<file path="config.mk">
export PLATFORM = sky130hd
export DESIGN_NAME = gtp_test_top
export DESIGN_NICKNAME = d
export VERILOG_FILES = /design/src/gtp_test_pkg.sv /design/src/reset_sequencer.sv /design/src/prbs_word_gen.sv /design/src/word_serializer.sv /design/src/lane_exchange_monitor.sv /design/src/status_outputs.sv /design/src/gtp_test_top.sv
export VERILOG_INCLUDE_DIRS = /design/src
export SDC_FILE = /design/constraint.sdc
export NUM_CORES = 1
export LEC_CHECK = 0
export BUFFER_PORTS_ARGS = -buffer_cell sky130_fd_sc_hd__buf_4
export CAP_MARGIN = 15
export CORE_MARGIN = 8
export CORE_UTILIZATION = 40
export CTS_CLUSTER_SIZE = 20
export DETAILED_ROUTE_END_ITERATION = 10
export SLEW_MARGIN = 20
export SYNTH_ARGS = -nofsm -noshare
export SYNTH_HDL_FRONTEND = slang
export SYNTH_HIERARCHICAL = 1
export SYNTH_SLANG_ARGS = --single-unit
</file>
<file path="constraint.sdc">
create_clock -name other_word_clock -period 4.5 [get_ports other_word_clock]
set_input_delay 0 -clock other_word_clock [delete_from_list [all_inputs] [get_ports other_word_clock]]
set_output_delay 0 -clock other_word_clock [all_outputs]
set_load 0.05 [all_outputs]
</file>
<file path="src/gtp_test_defines.svh">
`ifndef GTP_TEST_DEFINES_SVH
`define GTP_TEST_DEFINES_SVH

// word widths
`define SER_WIDTH 8
`define LANE_WIDTH 16

// counter bit that lets the serializer go, the next one up lets the generator go
`define RESET_PICKOFF 4

// clean words in a row before the sma checker calls lock
`define LOCK_WORDS 4

// free-running counter taps for the gpio pair, kept low so sim sees them move
`define GPIO_LO_BIT 5
`define GPIO_HI_BIT 9

// generator state out of reset
`define PRBS_SEED 7'h7F

`endif

</file>
<file path="src/gtp_test_pkg.sv">
`include "gtp_test_defines.svh"

package gtp_test_pkg;

	typedef logic [`SER_WIDTH-1:0]  ser_word_t;   // one word into the serializer
	typedef logic [`LANE_WIDTH-1:0] lane_word_t;  // one transceiver word
	typedef logic [6:0]             prbs_state_t; // x^7 + x^6 + 1 register
	typedef logic [7:0]             err_count_t;  // saturates at 255

	// sma receive checker
	// SEARCH counts clean words, LOST waits for one clean word before searching again
	typedef enum logic [1:0] {
		SEARCH,
		LOCKED,
		LOST
	} mon_state_e;

endpackage

</file>
<file path="src/reset_sequencer.sv">
`include "gtp_test_defines.svh"

module reset_sequencer (
	input  logic other_word_clock,
	input  logic arst_n,
	output logic ser_rst,
	output logic gen_rst
);

	logic [`RESET_PICKOFF+1:0] rst_cnt;
	logic [`RESET_PICKOFF+1:0] rst_cnt_next;

	assign rst_cnt_next = rst_cnt + 1'b1;

	// stages drop out in order as the pick-off bits first set
	always_ff @(posedge other_word_clock or negedge arst_n) begin
		if (!arst_n) begin
			rst_cnt <= '0;
			ser_rst <= 1'b1;
			gen_rst <= 1'b1;
		end else if (gen_rst) begin // counter parks once the last stage is free
			rst_cnt <= rst_cnt_next;
			if (rst_cnt_next[`RESET_PICKOFF]) begin
				ser_rst <= 1'b0; // serializer first, 16 clocks in
			end
			if (rst_cnt_next[`RESET_PICKOFF+1]) begin
				gen_rst <= 1'b0; // then the generator and the rest
			end
		end
	end

	// serializer must be out of reset before anything upstream can run
	a_reset_order : assert property (
		@(posedge other_word_clock) disable iff (!arst_n)
		ser_rst |-> gen_rst
	);

endmodule

</file>
<file path="src/prbs_word_gen.sv">
`include "gtp_test_defines.svh"

module prbs_word_gen
	import gtp_test_pkg::*;
(
	input  logic      other_word_clock,
	input  logic      arst_n,
	input  logic      gen_rst,
	output ser_word_t word,
	output logic      word_strobe
);

	localparam int PHASE_W = $clog2(`SER_WIDTH);

	prbs_state_t        prbs_state;
	prbs_state_t        prbs_state_next;
	ser_word_t          word_next;
	logic [PHASE_W-1:0] phase;

	// run the lfsr forward one word, first bit out lands in the msb
	always_comb begin
		prbs_state_t s;
		logic        b;
		s = prbs_state;
		word_next = '0;
		for (int i = 0; i < `SER_WIDTH; i++) begin
			b = s[6] ^ s[5];
			s = {s[5:0], b};
			word_next = {word_next[`SER_WIDTH-2:0], b};
		end
		prbs_state_next = s;
	end

	always_ff @(posedge other_word_clock or negedge arst_n) begin
		if (!arst_n) begin
			prbs_state  <= `PRBS_SEED;
			phase       <= '0;
			word_strobe <= 1'b0;
		end else if (gen_rst) begin
			prbs_state  <= `PRBS_SEED;
			phase       <= '0;
			word_strobe <= 1'b0;
		end else begin
			phase       <= phase + 1'b1;  // wraps every word
			word_strobe <= (phase == '0);
			if (phase == '0) begin
				prbs_state <= prbs_state_next;
			end
		end
	end

	always_ff @(posedge other_word_clock) begin
		if (!gen_rst && phase == '0) begin
			word <= word_next; // valid alongside the strobe
		end
	end

	a_strobe_single : assert property (
		@(posedge other_word_clock) disable iff (!arst_n)
		word_strobe |=> !word_strobe
	);

endmodule

</file>
<file path="src/word_serializer.sv">
`include "gtp_test_defines.svh"

module word_serializer
	import gtp_test_pkg::*;
(
	input  logic      other_word_clock,
	input  logic      arst_n,
	input  logic      ser_rst,
	input  ser_word_t word,
	input  logic      word_strobe,
	output logic      serial_bit
);

	ser_word_t shreg;

	// stands in for the oserdes, msb goes out first
	always_ff @(posedge other_word_clock or negedge arst_n) begin
		if (!arst_n) begin
			shreg <= '0;
		end else if (ser_rst) begin
			shreg <= '0;
		end else if (word_strobe) begin
			shreg <= word;
		end else begin
			shreg <= {shreg[`SER_WIDTH-2:0], 1'b0};
		end
	end

	assign serial_bit = shreg[`SER_WIDTH-1];

	// the generator is released after us, so a strobe here would be lost
	a_no_strobe_in_reset : assert property (
		@(posedge other_word_clock) disable iff (!arst_n)
		word_strobe |-> !ser_rst
	);

endmodule

</file>
<file path="src/lane_exchange_monitor.sv">
`include "gtp_test_defines.svh"

module lane_exchange_monitor
	import gtp_test_pkg::*;
(
	input  logic       other_word_clock,
	input  logic       arst_n,
	input  logic       gen_rst,
	input  lane_word_t sma_rx,
	input  lane_word_t sfp_rx,
	output lane_word_t sma_tx,
	output lane_word_t sfp_tx,
	output logic       prbs_lock,
	output err_count_t error_count
);

	localparam int CLEAN_W = $clog2(`LOCK_WORDS + 1);

	mon_state_e         mon_state;
	prbs_state_t        hist;
	prbs_state_t        hist_next;
	logic               word_bad;
	logic               primed;
	logic [CLEAN_W-1:0] clean_cnt;

	// lane crossover, one register each way
	always_ff @(posedge other_word_clock or negedge arst_n) begin
		if (!arst_n) begin
			sma_tx <= '0;
			sfp_tx <= '0;
		end else begin
			sfp_tx <= sma_rx;
			sma_tx <= sfp_rx;
		end
	end

	// checker works on the registered sma word, msb first
	// all-zero history is the lfsr lockup state and never valid
	always_comb begin
		prbs_state_t h;
		logic        pred;
		h = hist;
		word_bad = 1'b0;
		for (int i = `LANE_WIDTH-1; i >= 0; i--) begin
			pred = h[6] ^ h[5];
			if (sfp_tx[i] != pred || h == '0) begin
				word_bad = 1'b1;
			end
			h = {h[5:0], sfp_tx[i]};
		end
		hist_next = h;
	end

	always_ff @(posedge other_word_clock) begin
		hist <= hist_next; // reloaded from received bits every word
	end

	always_ff @(posedge other_word_clock or negedge arst_n) begin
		if (!arst_n) begin
			mon_state   <= SEARCH;
			primed      <= 1'b0;
			clean_cnt   <= '0;
			error_count <= '0;
		end else if (gen_rst) begin
			mon_state <= SEARCH;
			primed    <= 1'b0;
			clean_cnt <= '0;
		end else if (!primed) begin
			primed <= 1'b1; // first word only fills history
		end else begin
			case (mon_state)
				SEARCH: begin
					if (word_bad) begin
						clean_cnt <= '0;
					end else if (clean_cnt == CLEAN_W'(`LOCK_WORDS - 1)) begin
						clean_cnt <= '0;
						mon_state <= LOCKED;
					end else begin
						clean_cnt <= clean_cnt + 1'b1;
					end
				end
				LOCKED: begin
					if (word_bad) begin
						mon_state <= LOST;
						if (error_count != '1) begin
							error_count <= error_count + 1'b1; // saturate
						end
					end
				end
				LOST: begin
					if (!word_bad) begin
						mon_state <= SEARCH;
					end
				end
				default: mon_state <= SEARCH;
			endcase
		end
	end

	assign prbs_lock = (mon_state == LOCKED);

	// a locked checker never holds the lfsr lockup state
	a_lock_hist_live : assert property (
		@(posedge other_word_clock) disable iff (!arst_n)
		prbs_lock |-> (hist != '0)
	);

endmodule

</file>
<file path="src/status_outputs.sv">
`include "gtp_test_defines.svh"

module status_outputs
	import gtp_test_pkg::*;
(
	input  logic       other_word_clock,
	input  logic       arst_n,
	input  logic       gen_rst,
	input  ser_word_t  word,
	input  logic       word_strobe,
	output logic [3:0] leds,
	output logic       gpio_p,
	output logic       gpio_n
);

	logic [`GPIO_HI_BIT:0] free_cnt;

	always_ff @(posedge other_word_clock or negedge arst_n) begin
		if (!arst_n) begin
			free_cnt <= '0;
		end else begin
			free_cnt <= free_cnt + 1'b1; // never stops
		end
	end

	assign gpio_p = free_cnt[`GPIO_LO_BIT];
	assign gpio_n = free_cnt[`GPIO_HI_BIT];

	// low nibble of each generated word
	always_ff @(posedge other_word_clock or negedge arst_n) begin
		if (!arst_n) begin
			leds <= '0;
		end else if (gen_rst) begin
			leds <= '0;
		end else if (word_strobe) begin
			leds <= word[3:0];
		end
	end

endmodule

</file>
<file path="src/gtp_test_top.sv">
module gtp_test_top
	import gtp_test_pkg::*;
(
	input  logic       other_word_clock,
	input  logic       arst_n,
	input  lane_word_t sma_rx,
	input  lane_word_t sfp_rx,
	output lane_word_t sma_tx,
	output lane_word_t sfp_tx,
	output logic       serial_bit,
	output logic [3:0] leds,
	output logic       gpio_p,
	output logic       gpio_n,
	output logic       prbs_lock,
	output err_count_t error_count
);

	logic      ser_rst;
	logic      gen_rst;
	ser_word_t word;
	logic      word_strobe;

	reset_sequencer u_reset_sequencer (
		.other_word_clock (other_word_clock),
		.arst_n           (arst_n),
		.ser_rst          (ser_rst),
		.gen_rst          (gen_rst)
	);

	prbs_word_gen u_prbs_word_gen (
		.other_word_clock (other_word_clock),
		.arst_n           (arst_n),
		.gen_rst          (gen_rst),
		.word             (word),
		.word_strobe      (word_strobe)
	);

	word_serializer u_word_serializer (
		.other_word_clock (other_word_clock),
		.arst_n           (arst_n),
		.ser_rst          (ser_rst),
		.word             (word),
		.word_strobe      (word_strobe),
		.serial_bit       (serial_bit)
	);

	lane_exchange_monitor u_lane_exchange_monitor (
		.other_word_clock (other_word_clock),
		.arst_n           (arst_n),
		.gen_rst          (gen_rst),
		.sma_rx           (sma_rx),
		.sfp_rx           (sfp_rx),
		.sma_tx           (sma_tx),
		.sfp_tx           (sfp_tx),
		.prbs_lock        (prbs_lock),
		.error_count      (error_count)
	);

	status_outputs u_status_outputs (
		.other_word_clock (other_word_clock),
		.arst_n           (arst_n),
		.gen_rst          (gen_rst),
		.word             (word),
		.word_strobe      (word_strobe),
		.leds             (leds),
		.gpio_p           (gpio_p),
		.gpio_n           (gpio_n)
	);

endmodule

</file>
Word level (Yosys, flattened, before mapping). Index checks and enable logic that the tools add are counted.

Memory bits (read-only): 0. Memories kept: 0. Bits of input ports: 34. RAM bits: 0. Output and inout bits: 48. Register bits after elaboration: 102. Latch bits: 0. Word-level logic and storage cells: 154.

Add/sub/neg operators: 5. Multiply operators: 0. $lt $le $gt $ge: 0. Bitwise operators: 25. Divide/modulo/power cells: 0. Mux-type cells: 39. Equality and inequality tests: 24. Shifts and indexed selects: 0. Reductions and logical operators: 44.

Operator list (count): logical NOT 7 bit (16); bitwise XOR 1 bit (24); 2-to-1 mux 1 bit (20); 2-to-1 mux 3 bit (6); logical OR 1 bit (16); 2-to-1 mux 8 bit (2); != test 1 bit (16); 2-to-1 mux 7 bit (2); 2-to-1 mux 2 bit (6); adder 10 x 1 -> 10 bit, second input constant (1); AND reduction 5 bit (2); adder 8 x 1 -> 8 bit, second input constant (1); 2-to-1 mux 4 bit (2); != test 8 bit, second input constant (1); nonzero test 2 bit (4); adder 3 x 1 -> 3 bit, second input constant (2); adder 6 x 1 -> 6 bit, second input constant (1); != test 3 bit, second input constant (2); one-hot mux 2 bit (3 select lines) (1); AND reduction 2 bit (2); equality test 3 x 2 -> 1 bit, second input constant (1); logical NOT 3 bit (1); != test 3 x 1 -> 1 bit, second input constant (1); != test 3 x 2 -> 1 bit, second input constant (1); other kinds (6) (6).

Depth between registers and ports, before layout.
Word-level depth: 23. Mapped depth: 9. Depth with buffers taken out: 9.

Modules after synthesis. The synthesis kept the hierarchy.

Modules (own cells, without submodules): lane_exchange_monitor (area an instance 2262.2 um^2, cells each 182, times used 1); prbs_word_gen (area an instance 804.5 um^2, cells each 55, times used 1); status_outputs (area an instance 573.0 um^2, cells each 47, times used 1); reset_sequencer (area an instance 349.1 um^2, cells each 29, times used 1); word_serializer (area an instance 322.8 um^2, cells each 25, times used 1).

Least setup slack after synthesis. OpenSTA, ideal clock, no wires.

Path type: register to register. From: reg u_lane_exchange_monitor.sfp_tx[11]. To: reg u_lane_exchange_monitor.error_count[5]. Clock period less this slack: 2.439 ns. Arrival time: 2.294 ns. Cell stages (with the launch flop): 10. Setup time: 0.145 ns. Path buffers: 0. Setup slack: 2.061 ns. Required time: 4.355 ns. Cell sequence: dfrtp_1 -> inv_1 -> ha_1 -> xnor2_1 -> nand4_1 -> nor4_1 -> and4_1 -> nand2_2 -> nor4b_2 -> xor2_1.

Word-level cells in the longest chain between the ends: 15. Elaborated cells between the ends (all ways): 33. Classes of those cells: eq/ne: 3; mux: 12; bitwise: 2; reduce/logical: 16.

Ends and longest elaborated chain: start: declaration (RTL line lane_exchange_monitor.sv:12) `output lane_word_t sfp_tx,`; start signal: assignment (RTL line lane_exchange_monitor.sv:32) `sfp_tx <= sma_rx;`; != test 1 bit (RTL line lane_exchange_monitor.sv:46) `if (sfp_tx[i] != pred || h == '0) begin`; logical OR 1 bit (RTL line lane_exchange_monitor.sv:46); 2-to-1 mux 1 bit (7 in a row) (RTL line lane_exchange_monitor.sv:46); 2-to-1 mux 1 bit (*) (5 in a row) (RTL line lane_exchange_monitor.sv:46); AND reduction 5 bit (no source line) (*); end signal: assignment (RTL line lane_exchange_monitor.sv:86) `error_count <= error_count + 1'b1;`; end: declaration (RTL line lane_exchange_monitor.sv:14) `output err_count_t error_count`.

Mark *: on every way between the ends. The rest lies on a longest branch, timed or not. A chain may end at the register's enable or synchronous reset.

Worst setup path after layout. Ends and elaborated chain as after synthesis.

==> results.cfg <==
[outcome]
outcome = complete, no violations

[worst_setup_path]
crit_chain = inv_1 > ha_1 > xnor2_1 > nand4_1 > nor4_1 > and4_1 > nand2_2 > nor4b_2 > xor2_1
cp.required_ns = 4.75
regToRegSetupSlack_ns = 2.17
slowest_delay_ns = 0.42
reg2reg_depth = 9
cp_slowest_cell = dfrtp_1
cp.buffers_inverters = 1
crit_family = simple AND/OR/NAND/NOR gates
regToRegStartpoint = u_lane_exchange_monitor/sfp_tx[11]$_DFF_PN0_
reg2reg_to = u_lane_exchange_monitor/error_count[5]$_DFFE_PN0P_
critPathLaunch = u_lane_exchange_monitor/sfp_tx[11]$_DFF_PN0_
cp_data_arrival_time_ns = 2.58
crit_type = register to register
crit_fanout = 6
cp-start-kind = register
end_kind = register

[synth]
synth_cell_types = 49
ys_ff_latch = 102
ys_seq_area_frac = 0.596
yosys_warnings = 6
avgSynthCellArea_um2 = 12.8
synth_cells = 338
ys_async_sr_fraction = 0.853
synth_edf_count = 8
syn_nets = 393
synthFlopType = dfrtp_1
synth_area_mm2 = 0.00431

[floorplan]
start_util = 0.403
row_count = 38
core_area_mm2 = 0.0107
dieArea_mm2 = 0.0144
die_x_um = 120
die_h_um = 120
io-pin-count = 82

[routing]
wirelength_um = 8630
viasPerCell = 4.60
vias = 2776
dr.pass1.iters = 4
route.detailed.drc = 0
drtAntennaViolNets = 0
wl_per_cell_um = 14.3
drt_iter0_drc = 130

[timing]
final.setup_skew_ns = 0.00816
hold_viol = 0
slew_violations = 0
setup-violations-final = 0
fmax_ghz = 0.429
min_period_over_period = 0.519
period_needed_ns = 2.33
worstMarginPinSlew_ns = 0.830
rsz0062_at_grt = false
fin_setup_tns_ns = 0
slew_headroom = 0.447

[place]
portBuffers = 81
dpl.hpwl_um = 6160
place_congestion = 0.893

[power]
p_per_area_mw_per_mm2 = 302
p_leak_nw = 2.81
ir_drop_mv = 0.206

[cts]
numCtsBuffers = 9
ctsResizeCount = 0
cts_sinks = 102
path_clk_slew_ns = 0.10
clock_path_buffers = 2
cts_max_level = 3
post_cts.repair.setup_buffers = 0
root_buffer = clkbuf_8
cts_tree = built
insertion_delay_ns = 0.37
cts_hold_buf = 33

[finish]
antenna_cells = 0
layout_commonest_cell = buf_4
n_fill_cell = 939
fin_nets = 513
drive_gt1_frac = 0.266
fin_util = 0.520
final_cell_mix = buf_4, dfrtp_1, dlygate4sd3_1
syn_to_final_growth_pct = 29.1

[hold_path]
hold_path_class = input pin to async pin

[global_routing]
antenna_found_initial = 0
grt_usage = 0.130
met1_usage = 0.143
grt_use_met2 = 0.224
grt_max_degree = 67
grt_pass1_wl_um = 14900
busiest_layer = met2
grt_pass1_vias = 3005
grt.met3_usage = 0.0517
overflow = 0

[flow_run]
cap_viol_max_count = 0
worst max-delay path by stage:
| stage | depth (start not counted) | to | slack [ns] |
|---|---|---|---|
| after floorplan | 9 | u_lane_exchange_monitor/error_count[5]$_DFFE_PN0P_ | 2.06 |
| after global placement | 9 | u_lane_exchange_monitor/error_count[5]$_DFFE_PN0P_ | 2.25 |
| after detailed placement | 9 | u_lane_exchange_monitor/error_count[5]$_DFFE_PN0P_ | 2.17 |
| after CTS | 9 | u_lane_exchange_monitor/error_count[5]$_DFFE_PN0P_ | 2.14 |
| after global routing | 9 | u_lane_exchange_monitor/error_count[5]$_DFFE_PN0P_ | 1.95 |
| final | 9 | u_lane_exchange_monitor/error_count[5]$_DFFE_PN0P_ | 2.17 |
final cells by class:
type,instances,area (µm²),share of cell area
clock buffer,11,131,0.0236
clock inverter,5,42.5,0.00764
inverter,27,101,0.0182
multi-input combinational,203,1600,0.288
sequential,102,2570,0.461
tap,140,175,0.0315
timing repair buffer,115,946,0.170
worst reg2reg max path, cell delays in order, from the launching register on:
cell	delay, ns
dfrtp_1	0.42
inv_1	0.08
ha_1	0.31
xnor2_1	0.15
nand4_1	0.10
nor4_1	0.30
and4_1	0.35
nand2_2	0.14
nor4b_2	0.20
xor2_1	0.15
cells by family (layout without fill, tap and decap cells):
logic type | Yosys count | after routing | synth area share
flip-flops | 102 | 102 | 0.596
AND/OR/NAND/NOR | 92 | 92 | 0.120
XOR/XNOR | 45 | 45 | 0.0914
buffers and inverters | 33 | 158 | 0.0328
AO/OA/AOI/OAI | 25 | 25 | 0.0499
adder cells (fa/ha/maj) | 21 | 21 | 0.0609
multiplexers | 20 | 20 | 0.0490
cells in the mapped netlist, drive strengths merged, types with 6 or more instances:
cell type / n / area, µm²
dfxtp: 7 / 140
or2: 6 / 37.5
a21oi: 9 / 52.6
nand4: 8 / 50.1
mux2: 9 / 101
nand3: 9 / 50.1
dfrtp: 78 / 1950
mux2i: 11 / 110
xor2: 19 / 166
nor3: 6 / 40.0
edfxtp: 8 / 240
ha: 21 / 263
nor2: 21 / 78.8
nand2: 19 / 78.8
dfstp: 9 / 236
xnor2: 26 / 228
nand2b: 7 / 51.3
inv: 27 / 101
registers in the layout (all words and copies together), names as in the netlist, 4 cells and up:
| name | count |
|---|---|
| u_lane_exchange_monitor/error_count | 8 |
| u_reset_sequencer/rst_cnt | 6 |
| u_lane_exchange_monitor/sfp_tx | 16 |
| u_word_serializer/shreg | 8 |
| u_lane_exchange_monitor/hist | 7 |
| u_prbs_word_gen/word | 8 |
| u_status_outputs/leds | 4 |
| u_prbs_word_gen/prbs_state | 7 |
| u_lane_exchange_monitor/sma_tx | 16 |
| u_status_outputs/free_cnt | 10 |
layer usage:
layer | share of wire | wire (µm)
met5 | 0 | 0
met4 | 0.016 | 140
met3 | 0.049 | 421
met2 | 0.52 | 4510
met1 | 0.41 | 3560
per-stage QoR:
| stage | power [mW] | instances | worst slack [ns] | hold slack [ns] | instance area [µm²] |
|---|---|---|---|---|---|
| after detailed placement | 1.15 | 554 | 2.17 | -0.0998 | 5060 |
| after global routing | 1.76 | 603 | 1.95 | 0.0326 | 5570 |
| after global placement | 1.15 | 554 | 2.25 | -0.105 | 5060 |
| final | 1.68 | 603 | 2.17 | 0.0440 | 5570 |
| after floorplan | 1.07 | 338 | 2.06 | -0.296 | 4310 |
| after CTS | 1.72 | 603 | 2.14 | 0.00738 | 5570 |
where the power goes:
| group | internal [mW] | leakage, nW | switching (mW) | total [mW] |
|---|---|---|---|---|
| clock network | 0.208 | 0.0845 | 0.319 | 0.527 |
| registers | 0.942 | 1.23 | 0.0145 | 0.956 |
| logic | 0.0849 | 1.49 | 0.114 | 0.199 |
Note: power is estimated with default switching activity, not from simulation.
